--- src/hw/vec_params.svh ---
//~~~~~~~~~~~~~~~~~~~~~~~~~~~~~~~~~~~~~~~~~~~~~~~~~~~~~~~~~~
// Vector unit sizes
// Register length, scalar width and register file geometry
//~~~~~~~~~~~~~~~~~~~~~~~~~~~~~~~~~~~~~~~~~~~~~~~~~~~~~~~~~~
`ifndef VEC_PARAMS_SVH
`define VEC_PARAMS_SVH

// Bits per vector register
`define VEC_VLEN 64
// Scalar register width
`define VEC_XLEN 32
`define VEC_NREGS 32
`define VEC_RIDX_W 5

`endif

--- src/hw/vec_regfile.sv ---
//~~~~~~~~~~~~~~~~~~~~~~~~~~~~~~~~~~~~~~~~~~~~~~~~~~~~~~~~~~
// Vector register file
// 32 registers, two asynchronous reads and one clocked write
//~~~~~~~~~~~~~~~~~~~~~~~~~~~~~~~~~~~~~~~~~~~~~~~~~~~~~~~~~~
`timescale 1ns/100ps
`include "vec_params.svh"

module vec_regfile (
    input  logic                   clk,

    input  logic [`VEC_RIDX_W-1:0] rd_addr_a,
    input  logic [`VEC_RIDX_W-1:0] rd_addr_b,
    output logic [`VEC_VLEN-1:0]   rd_data_a,
    output logic [`VEC_VLEN-1:0]   rd_data_b,

    input  logic                   wr_en,
    input  logic [`VEC_RIDX_W-1:0] wr_addr,
    input  logic [`VEC_VLEN-1:0]   wr_data
);

    logic [`VEC_VLEN-1:0] regs [`VEC_NREGS];

    // Reads see the old value in the cycle of a write
    assign rd_data_a = regs[rd_addr_a];
    assign rd_data_b = regs[rd_addr_b];

    always_ff @(posedge clk) begin
        if (wr_en) begin
            regs[wr_addr] <= wr_data;
        end
    end

endmodule

--- config.mk ---
export PLATFORM = sky130hd
export DESIGN_NAME = vec_regfile
export DESIGN_NICKNAME = d
export VERILOG_FILES = /design/src/hw/vec_regfile.sv
export VERILOG_INCLUDE_DIRS = /design/src /design/src/hw
export SDC_FILE = /design/constraint.sdc
export NUM_CORES = 2
export LEC_CHECK = 0
export CAP_MARGIN = 25
export CORE_ASPECT_RATIO = 1.2
export CORE_UTILIZATION = 50
export CTS_BUF_LIST = sky130_fd_sc_hd__clkbuf_16
export DETAILED_ROUTE_END_ITERATION = 7
export DONT_BUFFER_PORTS = 1
export GPL_TIMING_DRIVEN = 0
export HOLD_SLACK_MARGIN = 0.15
export SLEW_MARGIN = 25
export SYNTH_ARGS = -nofsm -noshare
export SYNTH_HDL_FRONTEND = slang
export SYNTH_SLANG_ARGS = --single-unit
--- constraint.sdc ---
create_clock -name clk -period 10.8 [get_ports clk]
set_input_delay 0.54 -clock clk [delete_from_list [all_inputs] [get_ports clk]]
set_output_delay 0.54 -clock clk [all_outputs]
set_load 0.02 [all_outputs]
==> results.json <==
{
  "status": "completed",
  "drtIter0Drc": 10875,
  "maxSlewViolCount": 0,
  "cts-buffers-inserted": 206,
  "max_flop_register": "regs",
  "fp.dieW_um": 398,
  "fmax_ghz": 0.195,
  "drc": 0,
  "hp-start": "wr_data[56]",
  "grt.total_usage_pct": 43.2,
  "worstPathMaxFanout": 12,
  "place_congestion": 0.917,
  "tightest_slew_ps": 1250,
  "p_per_area_mw_per_mm2": 162,
  "final-hold-violation-count": 0,
  "portBuffers": 0,
  "period_share_pct": 47.6,
  "die_h_um": 477,
  "synth_top_family_by_area": "multiplexers",
  "rsz0062_at_grt": "no",
  "ys_types": 38,
  "grt_overflow": 0,
  "place.detailed.hpwl_um": 282000,
  "ioPinCount": 209,
  "layout_min_cycle_time_ps": 5140,
  "slowest_stage": "buf_2",
  "endpoint_kind": "output pin",
  "clock-root-buffer": "clkbuf_16",
  "synth_seq_cells": 2048,
  "synth-compound-area-share_pct": 2.44,
  "synth_area_sq_mm": 0.0941,
  "ff_latch_area_sq_mm": 0.0615,
  "cp_common_cell": "buf_4",
  "ys.warnings.count": 0,
  "cp_data_required_time_ps": 10260,
  "dieArea_sq_mm": 0.190,
  "layout-drive-gt1-share_pct": 41.1,
  "synth_nets": 4394,
  "largest_register_ffs": 2048,
  "first_global_vias": 56238,
  "cts_tree": "built",
  "path_clk_slew_ps": 60,
  "viasPerCell": 7.85,
  "antenna_found_initial": 26,
  "slew_headroom_pct": 16.9,
  "fp-row-count": 174,
  "nFillCells": 13501,
  "core-area_sq_mm": 0.187,
  "yosys.area_share.simple_pct": 0.880,
  "hp-class": "in2reg",
  "async_flop_share_pct": 0,
  "startpoint": "rd_addr_a[1]",
  "synth-adder-area-share_pct": 0,
  "antenna_left": 0,
  "num-nets-final": 4912,
  "dr.pass1.iters": 6,
  "yosysSeqAreaShare_pct": 65.4,
  "synth_area_per_cell_sq_um": 21.8,
  "finalSetupViolations": 0,
  "crit_chain": "buf_4 > buf_4 > buf_4 > buf_4 > buf_2 > mux2i_1 > a221oi_1",
  "cp-endpoint": "rd_data_a[5]",
  "synth_area_leader_cell": "edfxtp_1",
  "largest_registers": "regs x2048",
  "critPathKind": "in2out",
  "initial_core_util_pct": 50.3,
  "power_w": 0.0178,
  "vias": 58620,
  "max_stage_delay_ps": 1030,
  "setup_tns_ps": 0,
  "netlist_top_cells_area": "edfxtp_1 65%, mux4_2 25%, mux2i_1 3.9%",
  "ys.flop_type": "edfxtp_1",
  "cp.arrival_ps": 4600,
  "netlist_instances": 4313,
  "grt_max_degree": 33,
  "htreeDepth": 4,
  "cts.repair.resized": 0,
  "yosysTopAreaCellShare_pct": 65.4,
  "syn_to_final_growth_pct": 17.4,
  "synth_edf_count": 2048,
  "synth_mux_area_share_pct": 29.4,
  "postRouteWirelength_um": 409000,
  "multi_input_area_sq_mm": 0.0312,
  "leakage_nw": 35.9,
  "clock_path_buffers": 3,
  "grt_pass1_wl_um": 527000,
  "cap_violations": 0,
  "hold_ws_ps": 150,
  "clkSinkCount": 2048,
  "crit_path_start_kind": "input port",
  "synth_xor_area_share_pct": 0,
  "avgRoutedWirePerCell_um": 54.8,
  "peakVddDrop_mv": 0.172
}
## per-layer routing
| layer | up-vias | share of wire (%) | global-route usage (%) |
|---|---|---|---|
| met5 | - | 0.053 | 0.306 |
| met2 | 5695 | 44 | 62.3 |
| met1 | 31269 | 33 | 54.2 |
| met4 | 22 | 7.6 | 27.2 |
| li1 | 20297 | - | - |
| met3 | 1337 | 16 | 17.5 |
## through the flow
| stage | worst slack (ps) | util (%) | std cells | cell area [sq um] |
|---|---|---|---|---|
| after global placement | -32.1 | 51.9 | 6777 | 97200 |
| after global routing | 5870 | 59.0 | 7450 | 110000 |
| final | 5660 | 59.0 | 7469 | 110000 |
| after detailed placement | 5920 | 55.3 | 7022 | 104000 |
| after CTS | 5910 | 59.1 | 7447 | 111000 |
| after floorplan | 6440 | - | 4313 | 94100 |
## kinds of logic (layout without fill, tap and decap cells)
kind of cell,count (synthesis),after routing
flip-flops,2048,2048
multiplexers,1457,1457
buffers and inverters,348,1019
AO/OA/AOI/OAI,276,276
AND/OR/NAND/NOR,184,184
other,0,21
## placed cells by master, fill, tap and decap left out, drive strengths merged, types with 18 or more instances in the layout
| cell type | netlist | layout |
|---|---|---|
| o21a | 22 | 22 |
| nand2 | 87 | 87 |
| clkinv | 1 | 94 |
| diode | 0 | 21 |
| edfxtp | 2048 | 2048 |
| nor2b | 19 | 19 |
| a221oi | 93 | 93 |
| clkbuf | 92 | 302 |
| nor2 | 46 | 46 |
| o22ai | 38 | 38 |
| a22oi | 18 | 18 |
| mux4 | 1039 | 1039 |
| mux2i | 362 | 362 |
| a32o | 38 | 38 |
| a22o | 33 | 33 |
| inv | 0 | 40 |
| buf | 255 | 549 |
| mux2 | 56 | 56 |
## what timing repair did
action | CTS | global route
hold buffers | 64 | 0
endpoints found under the hold margin | 2048 | 0
setup buffers | 0 | 0
## how the worst min path moves through the flow
stage               depth (start not counted)  slack [ps]                      to
global route                                1         160  regs[25][56]$_DFFE_PP_
CTS                                         2         170  regs[18][48]$_DFFE_PP_
global placement                            0         640   regs[0][24]$_DFFE_PP_
floorplan                                   0         640    regs[0][0]$_DFFE_PP_
finish                                      1         150  regs[31][56]$_DFFE_PP_
detailed placement                          0         640   regs[3][30]$_DFFE_PP_
## layout make-up
class	count	area share, %
antenna	21	0.0476
buffer	347	1.78
clock buffer	210	4.76
clock inverter	151	0.968
inverter	1	0.00340
multi-input combinational	1917	28.2
sequential	2048	55.7
tap	2464	2.79
timing repair buffer	310	5.76
## synth_stat cells, types with 2 or more instances
library cell and instances:
a2111oi_0 4, a211o_1 4, a211oi_1 6, a21o_1 4, a21oi_1 4, a221oi_1 93, a22o_1 33, a22oi_1 18
a32o_1 38, a32oi_1 4, and2_1 4, and3_1 4, buf_1 41, buf_2 129, buf_4 75, buf_6 10
clkbuf_1 92, edfxtp_1 2048, mux2_2 56, mux2i_1 362, mux4_2 1039, nand2_1 87, nand2b_1 4, nand3_1 2
nand3b_1 5, nor2_1 46, nor2b_1 19, nor4_1 4, o21a_1 22, o221ai_1 4, o22ai_1 38, o41ai_1 4
or2_2 2, or3_1 2, or3b_2 3
## worst max-delay path: cells and delay by family
| kind | cells | cell delay [ps] |
|---|---|---|
| AO/OA/AOI/OAI | 1 | 1010 |
| multiplexers | 1 | 230 |
| buffers and inverters | 5 | 2720 |
## power breakdown
group | switching [W] | leakage, nW | internal [W]
Clock | 0.00313 | 3.26 | 0.00384
Sequential | 0.0000411 | 18.4 | 0.00885
Combinational | 0.00131 | 14.2 | 0.000686
(Power assumes the default switching activity.)
