### src/hw/vec_params.svh
//~~~~~~~~~~~~~~~~~~~~~~~~~~~~~~~~~~~~~~~~~~~~~~~~~~~~~~~~~~
// Vector unit sizes
// Register length, scalar width and register file geometry
//~~~~~~~~~~~~~~~~~~~~~~~~~~~~~~~~~~~~~~~~~~~~~~~~~~~~~~~~~~
`ifndef VEC_PARAMS_SVH
`define VEC_PARAMS_SVH

// Bits per vector register
`define VEC_VLEN 64
// Scalar register width
`define VEC_XLEN 32
`define VEC_NREGS 32
`define VEC_RIDX_W 5

`endif

### src/hw/vec_isa_pkg.sv
//~~~~~~~~~~~~~~~~~~~~~~~~~~~~~~~~~~~~~~~~~~~~~~~~~~~~~~~~~~
// Vector ISA encodings
// Instruction formats and the opcode/funct constants of the subset
//~~~~~~~~~~~~~~~~~~~~~~~~~~~~~~~~~~~~~~~~~~~~~~~~~~~~~~~~~~
package vec_isa_pkg;

    // OP-V arithmetic format
    typedef struct packed {
        logic [5:0] funct6;
        logic       vm;
        logic [4:0] vs2;
        logic [4:0] vs1;
        logic [2:0] funct3;
        logic [4:0] vd;
        logic [6:0] opcode;
    } vec_arith_fmt_t;

    // vsetvli format with vtype in zimm
    typedef struct packed {
        logic        zero;
        logic [10:0] zimm;
        logic [4:0]  rs1;
        logic [2:0]  funct3;
        logic [4:0]  rd;
        logic [6:0]  opcode;
    } vec_cfg_fmt_t;

    typedef union packed {
        vec_arith_fmt_t arith;
        vec_cfg_fmt_t   cfg;
    } vec_instr_u;

    localparam logic [6:0] OP_V = 7'b1010111;

    localparam logic [2:0] OPIVV = 3'b000;
    localparam logic [2:0] OPMVV = 3'b010;
    localparam logic [2:0] OPIVX = 3'b100;
    localparam logic [2:0] OPMVX = 3'b110;
    localparam logic [2:0] OPCFG = 3'b111;

    localparam logic [5:0] F6_VADD      = 6'b000000;
    localparam logic [5:0] F6_VSUB      = 6'b000010;
    localparam logic [5:0] F6_VAND      = 6'b001001;
    localparam logic [5:0] F6_VOR       = 6'b001010;
    localparam logic [5:0] F6_VXOR      = 6'b001011;
    localparam logic [5:0] F6_VMV       = 6'b010111;
    localparam logic [5:0] F6_VMSEQ     = 6'b011000;
    // vmv.x.s lives here with vs1 = 0
    localparam logic [5:0] F6_VWXUNARY0 = 6'b010000;

endpackage

### src/hw/vec_elem_pkg.sv
//~~~~~~~~~~~~~~~~~~~~~~~~~~~~~~~~~~~~~~~~~~~~~~~~~~~~~~~~~~
// Element types
// Element width, ALU operation and vl types between stages
//~~~~~~~~~~~~~~~~~~~~~~~~~~~~~~~~~~~~~~~~~~~~~~~~~~~~~~~~~~
`include "vec_params.svh"

package vec_elem_pkg;

    typedef enum logic [1:0] {
        SEW8  = 2'd0,
        SEW16 = 2'd1,
        SEW32 = 2'd2
    } sew_t;

    typedef enum logic [3:0] {
        OP_ADD, OP_SUB, OP_AND, OP_OR, OP_XOR,
        OP_SEQ, OP_SPLAT, OP_V2X, OP_CFG, OP_NOP
    } alu_op_t;

    // Holds 0 up to VLEN/8 elements
    typedef logic [$clog2(`VEC_VLEN + 1)-1:0] vl_t;

endpackage

### src/hw/vec_decode.sv
//~~~~~~~~~~~~~~~~~~~~~~~~~~~~~~~~~~~~~~~~~~~~~~~~~~~~~~~~~~
// Vector decode stage
// Holds vtype/vl, stalls on RAW hazards, reads operands and
// registers the decoded operation for the ALU
//~~~~~~~~~~~~~~~~~~~~~~~~~~~~~~~~~~~~~~~~~~~~~~~~~~~~~~~~~~
`timescale 1ns/100ps
`include "vec_params.svh"

module vec_decode (
    input  logic                    clk,
    input  logic                    arst_n,

    input  logic                    instr_valid,
    output logic                    instr_ready,
    input  vec_isa_pkg::vec_instr_u instr,
    input  logic [`VEC_XLEN-1:0]    scalar_rs1,

    output logic [`VEC_RIDX_W-1:0]  rd_addr_a,
    output logic [`VEC_RIDX_W-1:0]  rd_addr_b,
    input  logic [`VEC_VLEN-1:0]    rd_data_a,
    input  logic [`VEC_VLEN-1:0]    rd_data_b,

    input  logic                    pend_valid,
    input  logic [`VEC_RIDX_W-1:0]  pend_rd,

    output logic                    ex_valid,
    input  logic                    ex_ready,
    output vec_elem_pkg::alu_op_t   ex_op,
    output vec_elem_pkg::sew_t      ex_sew,
    output vec_elem_pkg::vl_t       ex_vl,
    output logic [`VEC_VLEN-1:0]    ex_src_a,
    output logic [`VEC_VLEN-1:0]    ex_src_b,
    output logic [`VEC_XLEN-1:0]    ex_scalar,
    output logic [`VEC_RIDX_W-1:0]  ex_rd
);

    import vec_isa_pkg::*;
    import vec_elem_pkg::*;

    alu_op_t op;
    logic    use_a;
    logic    use_b;
    logic    use_x;
    logic    ex_vec_dst;
    logic    hazard;
    logic    accept;
    sew_t    cur_sew;
    vl_t     cur_vl;
    sew_t    cfg_sew;
    vl_t     cfg_vl;
    vl_t     cfg_vlmax;

    assign rd_addr_a = instr.arith.vs2;
    assign rd_addr_b = instr.arith.vs1;

    always_comb begin
        op = OP_NOP;
        if (instr.arith.opcode == OP_V) begin
            case (instr.arith.funct3)
                OPIVV, OPIVX: begin
                    case (instr.arith.funct6)
                        F6_VADD: op = OP_ADD;
                        F6_VSUB: op = OP_SUB;
                        F6_VAND: op = OP_AND;
                        F6_VOR:  op = OP_OR;
                        F6_VXOR: op = OP_XOR;
                        F6_VMSEQ: begin
                            if (instr.arith.funct3 == OPIVV) op = OP_SEQ;
                        end
                        F6_VMV: begin
                            if (instr.arith.funct3 == OPIVX && instr.arith.vs2 == '0) begin
                                op = OP_SPLAT;
                            end
                        end
                        default: op = OP_NOP;
                    endcase
                end
                OPMVV: begin
                    if (instr.arith.funct6 == F6_VWXUNARY0 && instr.arith.vs1 == '0) begin
                        op = OP_V2X;
                    end
                end
                // No scalar-to-vector moves beyond the splat
                OPMVX: op = OP_NOP;
                OPCFG: begin
                    if (!instr.cfg.zero) op = OP_CFG;
                end
                default: op = OP_NOP;
            endcase
        end
    end

    assign use_b = (op != OP_NOP) && (instr.arith.funct3 == OPIVV);
    assign use_x = (op != OP_NOP) && (instr.arith.funct3 == OPIVX);
    assign use_a = !(op inside {OP_SPLAT, OP_CFG, OP_NOP});

    // vsew 3 treated as 32
    always_comb begin
        case (instr.cfg.zimm[5:3])
            3'd0:    cfg_sew = SEW8;
            3'd1:    cfg_sew = SEW16;
            default: cfg_sew = SEW32;
        endcase
        case (cfg_sew)
            SEW8:    cfg_vlmax = vl_t'(`VEC_VLEN / 8);
            SEW16:   cfg_vlmax = vl_t'(`VEC_VLEN / 16);
            default: cfg_vlmax = vl_t'(`VEC_VLEN / 32);
        endcase
        if (scalar_rs1 > `VEC_XLEN'(cfg_vlmax)) begin
            cfg_vl = cfg_vlmax;
        end else begin
            cfg_vl = vl_t'(scalar_rs1);
        end
    end

    // Scoreboard against both pipeline registers
    assign ex_vec_dst = ex_valid && !(ex_op inside {OP_V2X, OP_CFG, OP_NOP});
    assign hazard = instr_valid && (
        (use_a && ((ex_vec_dst && ex_rd == rd_addr_a) || (pend_valid && pend_rd == rd_addr_a))) ||
        (use_b && ((ex_vec_dst && ex_rd == rd_addr_b) || (pend_valid && pend_rd == rd_addr_b))));

    assign instr_ready = !hazard && (!ex_valid || ex_ready);
    assign accept      = instr_valid && instr_ready;

    always_ff @(posedge clk or negedge arst_n) begin
        if (!arst_n) begin
            ex_valid <= 1'b0;
            cur_sew  <= SEW8;
            cur_vl   <= '0;
        end else if (accept) begin
            ex_valid <= 1'b1;
            if (op == OP_CFG) begin
                cur_sew <= cfg_sew;
                cur_vl  <= cfg_vl;
            end
        end else if (ex_ready) begin
            ex_valid <= 1'b0;
        end
    end

    // Unused operand is zeroed so the ALU can merge vs1 and the scalar
    always_ff @(posedge clk) begin
        if (accept) begin
            ex_op     <= op;
            ex_sew    <= cur_sew;
            ex_vl     <= cur_vl;
            ex_src_a  <= rd_data_a;
            ex_src_b  <= use_b ? rd_data_b : '0;
            ex_scalar <= (op == OP_CFG) ? `VEC_XLEN'(cfg_vl) : (use_x ? scalar_rs1 : '0);
            ex_rd     <= instr.arith.vd;
        end
    end

endmodule

### config.mk
export PLATFORM = sky130hd
export DESIGN_NAME = vec_decode
export DESIGN_NICKNAME = d
export VERILOG_FILES = /design/src/hw/vec_isa_pkg.sv /design/src/hw/vec_elem_pkg.sv /design/src/hw/vec_decode.sv
export VERILOG_INCLUDE_DIRS = /design/src /design/src/hw
export SDC_FILE = /design/constraint.sdc
export NUM_CORES = 1
export LEC_CHECK = 0
export BUFFER_PORTS_ARGS = -buffer_cell sky130_fd_sc_hd__buf_2
export CAP_MARGIN = 25
export CORE_UTILIZATION = 30
export DETAILED_ROUTE_END_ITERATION = 7
export HOLD_SLACK_MARGIN = 0.03
export PLACE_DENSITY = 0.62
export SLEW_MARGIN = 20
export SYNTH_ARGS = -nofsm -noshare
export SYNTH_HDL_FRONTEND = slang
export SYNTH_SLANG_ARGS = --single-unit
### constraint.sdc
create_clock -name clk -period 18.4 [get_ports clk]
set_clock_uncertainty 0.15 [all_clocks]
set_input_delay 0.92 -clock clk [delete_from_list [all_inputs] [get_ports clk]]
set_output_delay 0.92 -clock clk [all_outputs]
set_load 0.01 [all_outputs]
==> run metrics <==
outcome=finished clean; sequential fraction of the synthesis area=between 70% and 80%; Port-buffer cells=~400; RSZ-0062 raised after global routing=false; area leader, netlist=edfxtp_1; Final min period=roughly 4.7 ns; Post-synth EDFFs=approximately 180; Area contributors post-synth=edfxtp_1 72%, and2_1 8.0%, dfrtp_1 3.4%, xor2_1 1.5%, mux2_2 1.1%; Final Max Slew Viols=0; die extent in x=about 160 um; Post-Syn Nets=between 600 and 700; row count=57; Main synth FF type=edfxtp_1; first-pass GRT wire length=29790 um; internal power=a little over 0.7 mW; total chip power=approximately 0.95 mW; worst path required time=about 17 ns; multi-input logic area=0.001645 sq mm; worst hold path type=in2async; crit path capture type=output port; Setup violations, final=0; Filler cells=between 2000 and 2500; fmax=between 0.2 and 0.25 GHz; P_leak=4.453 nW; clock power share=39.7%; max_cap viols=0; Cell Pwr Density=approximately 90 mW/mm^2; global route total overflow=0; synthesized cell area=~0.0074 sq mm; Synth cell types=54; clock sink total=approximately 190; Synth async-reset ratio=5.319%; Reg area=about 0.0056 sq mm; register bit count reported by yosys=roughly 190; Sum Neg Setup Slack=0 ns; Fin. Hold Viols=0; worst path arrival time=roughly 3.7 ns; Initial Util=between 30 and 40%; Antenna Nets Post-Route=0; total CTS buffers=17; Post-CTS Setup Repair Bufs=0; Syn Area/Cell=16.25 sq um; vias in the first global route=5029; TritonCTS clock tree=yes; Residual DRC=0; total global-route track usage=around 16%; CP max-delay cell=or4_1; CP Cell Sequence=buf_2 -> or4_1 -> or4_4 -> a2111oi_4 -> nor2_2 -> o32ai_1 -> a21boi_0 -> buf_2; Post-DP HPWL=roughly 16000 um; CP max stage delay=approximately 0.58 ns; yosys warns=0; Net Sw Frac=25.12%; share of cells above drive strength 1=about half; relative slew slack=about 42%; Slew @ Worst Pin=roughly 0.87 ns; number of vias per cell=4.354; largest net degree at the start of global routing=85; Critical path buffers and inverters=2; Worst path top cell family by delay=simple AND/OR/NAND/NOR gates; clock buffer depth=2; Setup CP Type=in2out; Die H=159.0 um; die area=between 0.02 and 0.03 sq mm; combinational power share=about 8.3%; fin util=a little over two fifths; H-tree Lvls=4; most used cell, CP=buf_2; Switch Pwr=~0.24 mW; sequential power share=between 50 and 60%; vias post-DR=just over 5000; Peak VDD IR=49.94 uV; Core ar.=around 0.024 sq mm; share of the synthesized area in the top cell type=72.30%; crit share post-route=approximately 26%; IO Pins=just under 400; wire per inst=between 15 and 20 um; final wirelength=approximately 20000 um; latest clock arrival within the worst-skew pair=approximately 0.43 ns; Post-CTS Resized=0; Layout Area Growth over Synthesis=39.79%; Iteration-0 DRC Markers=280; hold buffers post-CTS=0; NumNets Final=about 1100; CTS Root Cell=clkbuf_16; clock slew at reported path FFs=roughly 0.080 ns; commonest cells in the netlist=178 x edfxtp_1, 95 x and2_1, 13 x nand2_1, 13 x xor2_1; Mapped Cells=455; top-count cell post-synth=edfxtp_1; GP Congestion=0.8443; worst-path fanout max=7; critical path startpoint category=input pin; antenna violations before repair=2; worst hold slack=roughly 0.22 ns; Pre-antenna DRT Iters=4
-- final cells by class --
cell class,instances,area share (%)
multi-input combinational,237,15.92
sequential,188,54.14
clock inverter,15,1.877
antenna,2,0.04843
inverter,8,0.2906
tap,324,3.923
timing repair buffer,396,19.69
clock buffer,17,4.116
-- through the flow --
stage	std cells	worst slack, ns	instance area (sq um)
2_1_floorplan	455	7.862	7393
4_1_cts	1184	13.63	10300
3_3_place_gp	1151	13.59	9656
6_report	1187	13.66	10330
5_1_grt	1187	13.44	10330
3_5_place_dp	1152	13.56	9683
-- final timing paths --
path,start,to,slack [ns],depth (start not counted)
worst max-delay path,instr[27],instr_ready,13.66,8
worst min-delay path,arst_n,ex_valid,0.22,1
worst max register to register,ex_op[1],ex_src_b[55],14.77,8
worst min register to register,cur_vl[4],ex_vl[4],0.29,0
max in group asynchronous,arst_n,cur_vl[6],17.63,1
min in group clk,cur_vl[4],ex_vl[4],0.29,0
-- per-layer routing --
metal  wire (um)  share of wire, %  up-vias  global-route usage (%)
met5           0                 0        -                       0
met4         369               1.8        0                   5.813
met3        1375               6.8       25                   4.454
met2       10620                53      240                   28.35
met1        7729                38     2435                   17.82
li1            -                 -     2468                       -
-- power by group through the flow --
stage	combinational [mW]	clock, mW	sequential [mW]
2_1_floorplan	0.0196	0	0.519
3_3_place_gp	0.0778	0	0.503
3_5_place_dp	0.0784	0	0.503
4_1_cts	0.0785	0.386	0.493
5_1_grt	0.0852	0.402	0.495
6_report	0.0783	0.376	0.493
-- flip-flops by register name, summed over array words and instances, names as in the netlist --
signal / cells
ex_vl: 7
ex_scalar: 32
ex_src_a: 64
ex_rd: 5
ex_sew: 2
cur_sew: 2
ex_valid: 1
ex_op: 4
cur_vl: 7
ex_src_b: 64
-- cells in the final DEF (no fill, tap or decap), drive strengths merged, types with 2 or more instances in the layout --
cell type / n
clkinv: 7
mux2: 7
dfrtp: 10
nor4b: 3
xnor2: 8
or4: 4
nand3: 6
inv: 16
and3: 4
nand2: 13
diode: 2
o21ai: 6
nor4: 10
o311ai: 3
o211ai: 3
nand4: 2
nand4b: 3
a2111oi: 2
ha: 3
buf: 396
a21oi: 3
nor2: 9
clkbuf: 17
nand2b: 2
edfxtp: 178
a2111o: 2
nor3: 3
or2: 3
or3: 4
a21boi: 2
xor2: 13
and2: 95
mux2i: 3
nor2b: 7
-- cell families (layout without fill, tap and decap cells) --
| kind of cell | Yosys count | in the layout | synth area share (%) |
|---|---|---|---|
| fa+ha+maj | 3 | 3 | 0.5078 |
| compound gates | 30 | 30 | 3.266 |
| other cells | 0 | 2 | 0 |
| buf+inv | 30 | 436 | 2.166 |
| mux | 10 | 10 | 1.472 |
| flops | 188 | 188 | 75.68 |
| xor+xnor | 21 | 21 | 2.488 |
| simple gates | 173 | 173 | 14.42 |
Power figures use the tool's default switching activity.
